--- src/source/huff_pkg.sv ---
// Fixed Deflate Huffman tables only; lengths and distances above 64 are not encoded
package huff_pkg;

  // Input and code word widths
  localparam int LIT_DAT_WD  = 8;
  localparam int LEN_DAT_WD  = 7;
  localparam int DIS_DAT_WD  = 7;
  localparam int LIT_CODE_WD = 9;
  localparam int LEN_CODE_WD = 10;
  localparam int DIS_CODE_WD = 9;
  localparam int CODE_WD_WD  = 4;

  localparam int LEN_HUFF_WD = 7;
  localparam int LEN_EXT_WD  = LEN_CODE_WD - LEN_HUFF_WD;
  localparam int DIS_HUFF_WD = 5;
  localparam int DIS_EXT_WD  = DIS_CODE_WD - DIS_HUFF_WD;

  typedef logic [LIT_DAT_WD-1:0]  lit_dat_t;
  typedef logic [LEN_DAT_WD-1:0]  len_dat_t;
  typedef logic [DIS_DAT_WD-1:0]  dis_dat_t;
  typedef logic [LIT_CODE_WD-1:0] lit_code_t;
  typedef logic [LEN_CODE_WD-1:0] len_code_t;
  typedef logic [DIS_CODE_WD-1:0] dis_code_t;
  typedef logic [CODE_WD_WD-1:0]  code_wd_t;

  //--------------------------------------------------------------------------
  // Literal codes are 8 bit up to LIT_SPLIT and 9 bit above
  localparam lit_dat_t  LIT_SPLIT = 8'd143;
  localparam lit_code_t LIT_BASE8 = 9'd48;
  localparam lit_code_t LIT_BASE9 = 9'd400;

  //--------------------------------------------------------------------------
  // Length ranges
  localparam len_dat_t LEN_LIM0   = 7'd10;
  localparam len_dat_t LEN_LIM1   = 7'd18;
  localparam len_dat_t LEN_LIM2   = 7'd34;
  localparam len_dat_t LEN_MAX    = 7'd64;
  localparam len_dat_t LEN_START0 = 7'd3;
  localparam len_dat_t LEN_START1 = 7'd11;
  localparam len_dat_t LEN_START2 = 7'd19;
  localparam len_dat_t LEN_START3 = 7'd35;
  localparam logic [LEN_HUFF_WD-1:0] LEN_BASE0 = 7'd1;
  localparam logic [LEN_HUFF_WD-1:0] LEN_BASE1 = 7'd9;
  localparam logic [LEN_HUFF_WD-1:0] LEN_BASE2 = 7'd13;
  localparam logic [LEN_HUFF_WD-1:0] LEN_BASE3 = 7'd17;

  //--------------------------------------------------------------------------
  // Distance ranges
  localparam dis_dat_t DIS_LIM0   = 7'd4;
  localparam dis_dat_t DIS_LIM1   = 7'd8;
  localparam dis_dat_t DIS_LIM2   = 7'd16;
  localparam dis_dat_t DIS_LIM3   = 7'd32;
  localparam dis_dat_t DIS_MAX    = 7'd64;
  localparam dis_dat_t DIS_START0 = 7'd1;
  localparam dis_dat_t DIS_START1 = 7'd5;
  localparam dis_dat_t DIS_START2 = 7'd9;
  localparam dis_dat_t DIS_START3 = 7'd17;
  localparam dis_dat_t DIS_START4 = 7'd33;
  localparam logic [DIS_HUFF_WD-1:0] DIS_BASE0 = 5'd0;
  localparam logic [DIS_HUFF_WD-1:0] DIS_BASE1 = 5'd4;
  localparam logic [DIS_HUFF_WD-1:0] DIS_BASE2 = 5'd6;
  localparam logic [DIS_HUFF_WD-1:0] DIS_BASE3 = 5'd8;
  localparam logic [DIS_HUFF_WD-1:0] DIS_BASE4 = 5'd10;

endpackage

--- src/source/huff_code_if.sv ---
// Carries the combinational code/width pairs; no valid, the register stage samples them
`timescale 1ns/1ps

interface huff_code_if import huff_pkg::*; ();

  lit_code_t lit_code;
  code_wd_t  lit_wd;
  len_code_t len_code;
  code_wd_t  len_wd;
  dis_code_t dis_code;
  code_wd_t  dis_wd;

  // One source modport per encoder
  modport lit_src (
    output lit_code,
    output lit_wd
  );

  modport len_src (
    output len_code,
    output len_wd
  );

  modport dis_src (
    output dis_code,
    output dis_wd
  );

  modport sink (
    input lit_code,
    input lit_wd,
    input len_code,
    input len_wd,
    input dis_code,
    input dis_wd
  );

endinterface

--- src/source/huff_lit_enc.sv ---
// Combinational fixed literal code, right aligned; every byte value is legal
`timescale 1ns/1ps

module huff_lit_enc import huff_pkg::*; (
  input lit_dat_t      lit_dat_i,
  huff_code_if.lit_src code
);

  logic      short_code;
  lit_code_t lit_off;

  //--------------------------------------------------------------------------
  // Range select
  assign short_code = (lit_dat_i <= LIT_SPLIT);

  // Offset into the 9 bit range starts at LIT_SPLIT + 1
  assign lit_off = lit_code_t'(lit_dat_i - LIT_SPLIT - 8'd1);

  //--------------------------------------------------------------------------
  // Code and width
  always_comb begin
    if (short_code) begin
      code.lit_code = LIT_BASE8 + lit_code_t'(lit_dat_i);
      code.lit_wd   = code_wd_t'(LIT_CODE_WD - 1);
    end else begin
      code.lit_code = LIT_BASE9 + lit_off;
      code.lit_wd   = code_wd_t'(LIT_CODE_WD);
    end
  end

endmodule

--- src/source/huff_len_enc.sv ---
// Combinational fixed length code for 3 to 64; other lengths give code 0 with range width
`timescale 1ns/1ps

module huff_len_enc import huff_pkg::*; (
  input len_dat_t      len_dat_i,
  huff_code_if.len_src code
);

  logic [$clog2(LEN_EXT_WD+1)-1:0] ext_wd;
  len_dat_t                        start;
  logic [LEN_HUFF_WD-1:0]          base;
  len_dat_t                        off;
  logic [LEN_HUFF_WD-1:0]          huff;
  logic [LEN_EXT_WD-1:0]           ext_raw;
  logic [LEN_EXT_WD-1:0]           ext_flip;
  logic [LEN_EXT_WD-1:0]           ext_rev;
  logic                            in_range;

  //--------------------------------------------------------------------------
  // Range decode
  always_comb begin
    if (len_dat_i <= LEN_LIM0) begin
      ext_wd = 2'd0;
      start  = LEN_START0;
      base   = LEN_BASE0;
    end else if (len_dat_i <= LEN_LIM1) begin
      ext_wd = 2'd1;
      start  = LEN_START1;
      base   = LEN_BASE1;
    end else if (len_dat_i <= LEN_LIM2) begin
      ext_wd = 2'd2;
      start  = LEN_START2;
      base   = LEN_BASE2;
    end else begin
      ext_wd = 2'd3;
      start  = LEN_START3;
      base   = LEN_BASE3;
    end
  end

  //--------------------------------------------------------------------------
  // Offset splits into symbol step and extra bits
  assign off      = len_dat_i - start;
  assign huff     = base + LEN_HUFF_WD'(off >> ext_wd);
  assign ext_raw  = off[LEN_EXT_WD-1:0] & ~({LEN_EXT_WD{1'b1}} << ext_wd);

  // Extra bits go out LSB first, so reverse them over their own width
  assign ext_flip = {<<{ext_raw}};
  assign ext_rev  = ext_flip >> (LEN_EXT_WD - ext_wd);

  assign in_range = (len_dat_i >= LEN_START0) && (len_dat_i <= LEN_MAX);

  //--------------------------------------------------------------------------
  // Right aligned code word
  assign code.len_code = in_range ?
                         ((LEN_CODE_WD'(huff) << ext_wd) | LEN_CODE_WD'(ext_rev)) :
                         '0;
  assign code.len_wd   = code_wd_t'(LEN_HUFF_WD) + code_wd_t'(ext_wd);

endmodule

--- src/source/huff_dis_enc.sv ---
// Combinational fixed distance code for 1 to 64; other distances give code 0 with range width
`timescale 1ns/1ps

module huff_dis_enc import huff_pkg::*; (
  input dis_dat_t      dis_dat_i,
  huff_code_if.dis_src code
);

  logic [$clog2(DIS_EXT_WD+1)-1:0] ext_wd;
  dis_dat_t                        start;
  logic [DIS_HUFF_WD-1:0]          base;
  dis_dat_t                        off;
  logic [DIS_HUFF_WD-1:0]          huff;
  logic [DIS_EXT_WD-1:0]           ext_raw;
  logic [DIS_EXT_WD-1:0]           ext_flip;
  logic [DIS_EXT_WD-1:0]           ext_rev;
  logic                            in_range;

  //--------------------------------------------------------------------------
  // Decode of the five distance ranges
  always_comb begin
    if (dis_dat_i <= DIS_LIM0) begin
      ext_wd = 3'd0;
      start  = DIS_START0;
      base   = DIS_BASE0;
    end else if (dis_dat_i <= DIS_LIM1) begin
      ext_wd = 3'd1;
      start  = DIS_START1;
      base   = DIS_BASE1;
    end else if (dis_dat_i <= DIS_LIM2) begin
      ext_wd = 3'd2;
      start  = DIS_START2;
      base   = DIS_BASE2;
    end else if (dis_dat_i <= DIS_LIM3) begin
      ext_wd = 3'd3;
      start  = DIS_START3;
      base   = DIS_BASE3;
    end else begin
      ext_wd = 3'd4;
      start  = DIS_START4;
      base   = DIS_BASE4;
    end
  end

  //--------------------------------------------------------------------------
  // Symbol step is one per 2^ext_wd distances
  assign off      = dis_dat_i - start;
  assign huff     = base + DIS_HUFF_WD'(off >> ext_wd);
  assign ext_raw  = off[DIS_EXT_WD-1:0] & ~({DIS_EXT_WD{1'b1}} << ext_wd);

  // Reverse across the full field, then drop the unused low bits
  assign ext_flip = {<<{ext_raw}};
  assign ext_rev  = ext_flip >> (DIS_EXT_WD - ext_wd);

  assign in_range = (dis_dat_i >= DIS_START0) && (dis_dat_i <= DIS_MAX);

  assign code.dis_code = in_range ?
                         ((DIS_CODE_WD'(huff) << ext_wd) | DIS_CODE_WD'(ext_rev)) :
                         '0;
  assign code.dis_wd   = code_wd_t'(DIS_HUFF_WD) + code_wd_t'(ext_wd);

endmodule

--- src/source/huff_code_reg.sv ---
// One cycle output stage; fields load only when val_i is high and hold otherwise
`timescale 1ns/1ps

module huff_code_reg import huff_pkg::*; (
  input  logic             clk,
  input  logic             rst_i,
  input  logic             val_i,
  huff_code_if.sink        code,
  output logic             val_o,
  output lit_code_t        lit_code_o,
  output code_wd_t         lit_code_wd_o,
  output len_code_t        len_code_o,
  output code_wd_t         len_code_wd_o,
  output dis_code_t        dis_code_o,
  output code_wd_t         dis_code_wd_o
);

  //--------------------------------------------------------------------------
  // Strobe follows val_i every cycle
  always_ff @(posedge clk) begin
    if (rst_i) begin
      val_o <= 1'b0;
    end else begin
      val_o <= val_i;
    end
  end

  //--------------------------------------------------------------------------
  // Code and width capture
  always_ff @(posedge clk) begin
    if (rst_i) begin
      lit_code_o    <= '0;
      lit_code_wd_o <= '0;
      len_code_o    <= '0;
      len_code_wd_o <= '0;
      dis_code_o    <= '0;
      dis_code_wd_o <= '0;
    end else if (val_i) begin
      lit_code_o    <= code.lit_code;
      lit_code_wd_o <= code.lit_wd;
      len_code_o    <= code.len_code;
      len_code_wd_o <= code.len_wd;
      dis_code_o    <= code.dis_code;
      dis_code_wd_o <= code.dis_wd;
    end
  end

endmodule

--- src/source/huffman_fixed_core.sv ---
// Fixed Huffman encoder for literal, length and distance; 1 cycle latency, no back-pressure
`timescale 1ns/1ps

module huffman_fixed_core import huff_pkg::*; (
  input  logic      clk,
  input  logic      rst_i,
  input  logic      val_i,
  input  lit_dat_t  lit_dat_i,
  input  len_dat_t  len_dat_i,
  input  dis_dat_t  dis_dat_i,
  output logic      val_o,
  output lit_code_t lit_code_o,
  output code_wd_t  lit_code_wd_o,
  output len_code_t len_code_o,
  output code_wd_t  len_code_wd_o,
  output dis_code_t dis_code_o,
  output code_wd_t  dis_code_wd_o
);

  // Encoder results before the output register
  huff_code_if code_if ();

  //--------------------------------------------------------------------------
  // Combinational encoders
  huff_lit_enc huff_lit_enc_inst (
    .lit_dat_i (lit_dat_i),
    .code      (code_if.lit_src)
  );

  huff_len_enc huff_len_enc_inst (
    .len_dat_i (len_dat_i),
    .code      (code_if.len_src)
  );

  huff_dis_enc huff_dis_enc_inst (
    .dis_dat_i (dis_dat_i),
    .code      (code_if.dis_src)
  );

  //--------------------------------------------------------------------------
  // Output stage
  huff_code_reg huff_code_reg_inst (
    .clk           (clk),
    .rst_i         (rst_i),
    .val_i         (val_i),
    .code          (code_if.sink),
    .val_o         (val_o),
    .lit_code_o    (lit_code_o),
    .lit_code_wd_o (lit_code_wd_o),
    .len_code_o    (len_code_o),
    .len_code_wd_o (len_code_wd_o),
    .dis_code_o    (dis_code_o),
    .dis_code_wd_o (dis_code_wd_o)
  );

endmodule

--- config.mk ---
export PLATFORM = sky130hd
export DESIGN_NAME = huffman_fixed_core
export DESIGN_NICKNAME = d
export VERILOG_FILES = /design/src/source/huff_pkg.sv /design/src/source/huff_code_if.sv /design/src/source/huff_lit_enc.sv /design/src/source/huff_len_enc.sv /design/src/source/huff_dis_enc.sv /design/src/source/huff_code_reg.sv /design/src/source/huffman_fixed_core.sv
export SDC_FILE = /design/constraint.sdc
export NUM_CORES = 1
export LEC_CHECK = 0
export ABC_AREA = 1
export BUFFER_PORTS_ARGS = -buffer_cell sky130_fd_sc_hd__buf_4
export CAP_MARGIN = 10
export CORE_ASPECT_RATIO = 2
export CORE_UTILIZATION = 51
export CTS_BUF_LIST = sky130_fd_sc_hd__clkbuf_2
export DETAILED_ROUTE_END_ITERATION = 10
export PLACE_DENSITY_LB_ADDON = 0.25
export SLEW_MARGIN = 20
export SYNTH_ARGS = -nofsm -noshare
export SYNTH_HDL_FRONTEND = slang
export SYNTH_SLANG_ARGS = --single-unit
--- constraint.sdc ---
create_clock -name clk -period 5 [get_ports clk]
set_clock_uncertainty 0.05 [all_clocks]
set_input_delay 1 -clock clk [delete_from_list [all_inputs] [get_ports clk]]
set_output_delay 1 -clock clk [all_outputs]
set_load 0.02 [all_outputs]
Word-level counts from Yosys, hierarchy flattened
Index checks and enable logic that the tools add are counted.

Add/subtract/negate cells: 12. $lt $le $gt $ge: 12. Shifts and indexed selects: 8. Muxes and demuxes: 25. Bitwise logic cells: 6. Reductions and logical operators: 2.

Operators by type and width (number): $mux 7 (7); $shr 3x32->3 (1); $shr 4x32->4 (1); $mux 5 (4); $mux 9 (2); $le 7x4->1 const B (2); $le 7x5->1 const B (2); $le 7x6->1 const B (2); $le 7x7->1 const B (2); $sub 7x7->7 (2); $mux 3 (4); $mux 6 (2); $mux 10 (1); $or 10x3->10 (1); $shl 7x2->10 (1); $add 6x8->9 const A (1); $add 9x9->9 const A (1); $or 9x4->9 (1); $shl 5x3->9 (1); $sub 8x8->9 const B (1); $sub 9x1->9 const B (1); $le 8x8->1 const B (1); $add 7x7->7 (1); $ge 7x1->1 const B (1); 18 further kinds (22).

Flip-flop bits (word level): 41. Input bits: 25. Output and inout bits: 41. Logic and storage cells: 72.

Logic depth before layout (Yosys ltp)
Word-level depth: 11. Mapped depth: 27. Gate-level depth less buffers: 25.

Cells and area by module
A second synthesis with hierarchy kept.

Cell total of the unflattened synthesis: 653. Area total of the unflattened synthesis: 4031.4 um^2.

By module, submodules not included: huff_code_reg (times used 1, cells an instance 257, area each 1704.1 um^2, seq. area each 820.8 um^2); huff_dis_enc (times used 1, cells an instance 189, area each 1104.8 um^2, seq. area each 0.0 um^2); huff_len_enc (times used 1, cells an instance 175, area each 1047.3 um^2, seq. area each 0.0 um^2); huff_lit_enc (times used 1, cells an instance 32, area each 175.2 um^2, seq. area each 0.0 um^2).

Worst setup path before layout
No wires, ideal clock.

Kind: input to register. Start: in dis_dat_i[0]. End: reg huff_code_reg_inst.dis_code_o[2]. Setup time: 0.132 ns. Data arrival time: 4.100 ns. Data required time: 4.818 ns. Slack: 0.718 ns. Cell stages on the path: 21. Path buffers: 0. Cells stage by stage: nor2_4 > nand3_2 > inv_2 > o21ai_2 > or2_2 > ha_1 > nand3_1 > nand2_1 > nand2_1 > a21oi_1 > xor2_1 > nand2_1 > o21ai_0 > nor2_1 > a221oi_1 > ha_1 > fa_1 > o21ai_0 > o22ai_1 > o21ai_1 > a21oi_1.

Word-level cells in the longest chain between the ends: 11. Elaborated cells between the ends (all ways): 30. Classes of those cells: 3 x add/sub; 6 x order compare; 4 x shift; 13 x mux; 3 x bitwise; 1 x reduce/logical.

Ends and longest elaborated chain: start, declared (RTL line huffman_fixed_core.sv:10) `input dis_dat_t dis_dat_i,`; $le 7x6->1 (RTL line huff_dis_enc.sv:34) `end else if (dis_dat_i <= DIS_LIM3) begin`; $mux 6 or $mux 3 (tied branches) (RTL line huff_dis_enc.sv:34); $mux 7 or $mux 3 (tied branches) (RTL line huff_dis_enc.sv:30) `end else if (dis_dat_i <= DIS_LIM2) begin`; $mux 7 or $mux 3 (tied branches) (RTL line huff_dis_enc.sv:26) `end else if (dis_dat_i <= DIS_LIM1) begin`; $mux 7 or $mux 3 (tied branches) (RTL line huff_dis_enc.sv:22) `if (dis_dat_i <= DIS_LIM0) begin`; $sub 7x7->7 or $shl 4x3->4 (tied branches) (RTL line huff_dis_enc.sv:47, huff_dis_enc.sv:49); $shr 7x3->5 or $not 4->4 (tied branches) (RTL line huff_dis_enc.sv:48, huff_dis_enc.sv:49); $add 5x5->5 or $and 4x4->4 (tied branches) (RTL line huff_dis_enc.sv:48, huff_dis_enc.sv:49); $shl 5x3->9 or $shr 4x32->4 (tied branches) (RTL line huff_dis_enc.sv:58, huff_dis_enc.sv:53); $or 9x4->9 (RTL line huff_dis_enc.sv:58) `((DIS_CODE_WD'(huff) << ext_wd) | DIS_CODE_WD'(ext_rev)) :`; $mux 9 (*) (RTL line huff_dis_enc.sv:57) `assign code.dis_code = in_range ?`; end signal, assigned (RTL line huff_code_reg.sv:43) `dis_code_o <= code.dis_code;`; end, declared (RTL line huff_code_reg.sv:14) `output dis_code_t dis_code_o,`.

Mark *: on every way between the ends. The rest lies on a longest branch, timed or not. A chain may end at the register's enable or synchronous reset.

Final worst setup path
Start: in dis_dat_i[0]. End: reg huff_code_reg_inst.dis_code_o[6].

Word-level cells in the longest chain between the ends: 11. Elaborated cells between the ends (all ways): 25. Classes of those cells: 2 x add/sub; 6 x order compare; 2 x shift; 13 x mux; 1 x bitwise; 1 x reduce/logical.

Ends and longest elaborated chain: $le 7x6->1 (RTL line huff_dis_enc.sv:34); $mux 6 (RTL line huff_dis_enc.sv:34); $mux 7 (RTL line huff_dis_enc.sv:30); $mux 7 (RTL line huff_dis_enc.sv:26); $mux 7 (RTL line huff_dis_enc.sv:22); $sub 7x7->7 (RTL line huff_dis_enc.sv:47) `assign off = dis_dat_i - start;`; $shr 7x3->5 (RTL line huff_dis_enc.sv:48) `assign huff = base + DIS_HUFF_WD'(off >> ext_wd);`; $add 5x5->5 (RTL line huff_dis_enc.sv:48); $shl 5x3->9 (RTL line huff_dis_enc.sv:58); $or 9x4->9 (RTL line huff_dis_enc.sv:58); $mux 9 (*) (RTL line huff_dis_enc.sv:57).

Marked as above.

==> qor.txt <==
outcome: finished clean
RSZ-0062 raised after global routing: no
critical path arrival: 4.73 ns
Non-Filler Instances: 653
mean post-synth cell area: 6.39 um2
Clock Latency Late Sink: 0.40 ns
Setup crit start: dis_dat_i[0]
Yosys reg bits: 39
ys flop type: dfxtp_1
Final Max Slew Viols: 0
Most Crowded Layer GR: met2
placed cells: 647
max-cap violations: 0
Die Y: 115 um
Area Overhead vs Synth: 16.3%
ys async rst share: 0%
nets: 619
root buf cell: clkbuf_2
data required time of the critical path: 5.28 ns
met1 Use GR: 28.0%
TritonCTS Buffers: 5
Yosys Warn Count: 0
count leader, synth: nand2_1
DRT Wirelength: 9.45 mm
final setup fails: 0
CORE AREA: 0.00626 mm2
Final WS setup: 0.544 ns
largest net degree at the start of global routing: 32
Commonest cells post-synth: nand2_1 (117), inv_1 (62), nand3_1 (49)
Pleak: 1.91 nW
clock sink count: 39
crit path launch type: input pin
# IOs: 66
Mapped Cells: 514
Max FO, Critical Path: 6
number of remaining DRC errors: 0
Rows: 41
via count: 3607
post-route clock period utilization: 89.1%
Synth area leaders: dfxtp_1 (24%), nand2_1 (13%), ha_1 (9.5%)
Fmax: 0.224 GHz
slew margin rel.: 34.9%
gpl congestion: 0.996
Pwr Density: 239 mW/mm2
layout cells sized above 1: 17.6%
first-pass GRT wire length: 15.5 mm
EDFF count, synth: 0
Hold Path Class: flop to flop
Crit Path Category: input pin to flop
PortBufs: 63
die area: 0.00678 mm2
fin crit period: 4.46 ns
Reg clk slew, reported paths: 0.18 ns
GRT Total Usage: 30.2%
Die X: 58.7 um
Final Hold Viols: 0
Detail Route Antenna Nets: 0
Yosys top cell area share: 23.8%
reg-to-reg startpoint: huff_code_reg_inst.dis_code_o[6]
Hold-fix buffers, CTS: 0
Clock Path Buffers: 2
Yosys cell types: 43
Congestion Overflow GR: 0
top cell type by total area after synthesis: dfxtp_1
Via density: 5.52
R2R cell count: 3
CTS tree: built
DP HPWL: 7.55 mm
crit end category: flop
initial DRC count: 189
met2 Use GR: 57.5%
post-route setup TNS: 0 ns
post-CTS setup buffers: 0
# diodes: 0
Reg2Reg Setup Slack: 4.17 ns
post-CTS resize count: 0
Worst setup endpoint: huff_code_reg_inst.dis_code_o[6]
Peak VDD IR: 0.150 mV
number of global-route vias before repair: 3591
Slew @ Worst Pin: 0.975 ns
dpl ws: 0.164 ns
Initial Util: 52.5%
first-pass iteration count of the detailed router: 5
sequential area share after synthesis: 23.8%
initial antenna violation count: 0
htree depth: 2
Post-Syn Area: 0.00328 mm2
critical register-to-register path endpoint: huff_code_reg_inst.dis_code_o[6]
routed length per instance: 14.5 um
met3 global-route usage: 3.46%
area by class of cell:
class	instances	area, um2
Clock buffer	6	30.0
Fill cell	650	2440
Inverter	67	251
Multi-Input combinational cell	389	2150
Sequential cell	39	781
Tap cell	86	108
Timing Repair Buffer	66	495
power by group:
part | total (mW) | switching [mW] | internal [mW]
clock network | 0.129 | 0.0979 | 0.0315
logic | 0.437 | 0.275 | 0.162
registers | 0.345 | 0.0121 | 0.333
total | 0.912 | 0.385 | 0.526
flip-flops by register name, indices dropped and copies added (netlist names):
name                              count
huff_code_reg_inst.dis_code_o         9
huff_code_reg_inst.dis_code_wd_o      4
huff_code_reg_inst.len_code_o        10
huff_code_reg_inst.len_code_wd_o      4
huff_code_reg_inst.lit_code_o         9
huff_code_reg_inst.lit_code_wd_o      2
huff_code_reg_inst.val_o              1
logic make-up (layout without fill, tap and decap cells):
| logic type | after synthesis | after routing | share of synthesized area (%) |
|---|---|---|---|
| other cells | 1 | 2 | 0.114 |
| xor+xnor | 11 | 11 | 2.93 |
| flops | 39 | 39 | 23.8 |
| simple gates | 249 | 249 | 34.4 |
| compound gates | 101 | 101 | 17.9 |
| fa+ha+maj | 26 | 26 | 10.1 |
| buf+inv | 87 | 139 | 10.8 |
worst min path at each step:
stage	cells past startpoint	slack, ns	to	start
6_report	2	0.41	huff_code_reg_inst.len_code_o[9]	huff_code_reg_inst.len_code_o[9]
5_1_grt	2	0.44	huff_code_reg_inst.len_code_o[9]	huff_code_reg_inst.len_code_o[9]
4_1_cts	2	0.42	huff_code_reg_inst.len_code_o[9]	huff_code_reg_inst.len_code_o[9]
3_5_place_dp	2	0.39	huff_code_reg_inst.len_code_o[9]	huff_code_reg_inst.len_code_o[9]
3_3_place_gp	2	0.38	huff_code_reg_inst.len_code_o[9]	huff_code_reg_inst.len_code_o[9]
2_1_floorplan	2	0.47	huff_code_reg_inst.len_code_o[9]	huff_code_reg_inst.len_code_o[9]
stage by stage:
step | utilization (%) | total power [mW] | area [um2] | hold WS [ns]
after CTS | 61.0 | 0.911 | 3820 | 0.415
after detailed placement | 60.5 | 0.782 | 3790 | 0.392
after global placement | 60.5 | 0.773 | 3790 | 0.381
final | 61.0 | 0.912 | 3820 | 0.410
after floorplan | - | 0.658 | 3290 | 0.469
after global routing | 61.0 | 0.982 | 3820 | 0.442
layout by cell type (no fill, tap or decap), types with 2 or more instances in the layout:
| cell type | Yosys | layout |
|---|---|---|
| a21o_1 | 2 | 2 |
| a21oi_1 | 39 | 39 |
| a221oi_1 | 2 | 2 |
| a31oi_1 | 7 | 7 |
| buf_4 | 6 | 66 |
| clkbuf_2 | 0 | 6 |
| conb_1 | 1 | 2 |
| dfxtp_1 | 39 | 39 |
| ha_1 | 25 | 25 |
| inv_1 | 62 | 62 |
| inv_2 | 5 | 5 |
| nand2_1 | 117 | 117 |
| nand2_2 | 6 | 6 |
| nand2_4 | 3 | 3 |
| nand3_1 | 49 | 49 |
| nand3_2 | 3 | 3 |
| nand3b_1 | 2 | 2 |
| nand4_1 | 7 | 7 |
| nor2_1 | 43 | 43 |
| nor2_2 | 3 | 3 |
| nor2_4 | 2 | 2 |
| nor3_1 | 4 | 4 |
| o211ai_1 | 2 | 2 |
| o21ai_0 | 32 | 32 |
| o21ai_1 | 3 | 3 |
| o21bai_1 | 2 | 2 |
| o22ai_1 | 3 | 3 |
| o31ai_1 | 3 | 3 |
| or2_1 | 4 | 4 |
| or2_2 | 3 | 3 |
| xnor2_1 | 5 | 5 |
| xor2_1 | 6 | 6 |
per-layer routing:
| layer | up-vias | share of wire, % |
|---|---|---|
| met1 | 1666 | 33 |
| met4 | 0 | 6.8 |
| met5 | - | 0 |
| met2 | 107 | 56 |
| li1 | 1788 | - |
| met3 | 46 | 3.6 |
critical path, stage by stage:
cell and delay, ns:
buf_4 0.14, nor2_4 0.15, nand3_2 0.13, inv_2 0.08
o21ai_2 0.08, or2_2 0.28, ha_1 0.33, nand3_1 0.09
nand2_1 0.11, nand2_1 0.06, a21oi_1 0.15, xor2_1 0.25
nand2_1 0.07, o21ai_0 0.11, nor2_1 0.07, a221oi_1 0.23
ha_1 0.23, fa_1 0.47, o21ai_0 0.33, o21ai_0 0.15
o21a_1 0.20
No activity file was read; power rests on OpenSTA's default activity.
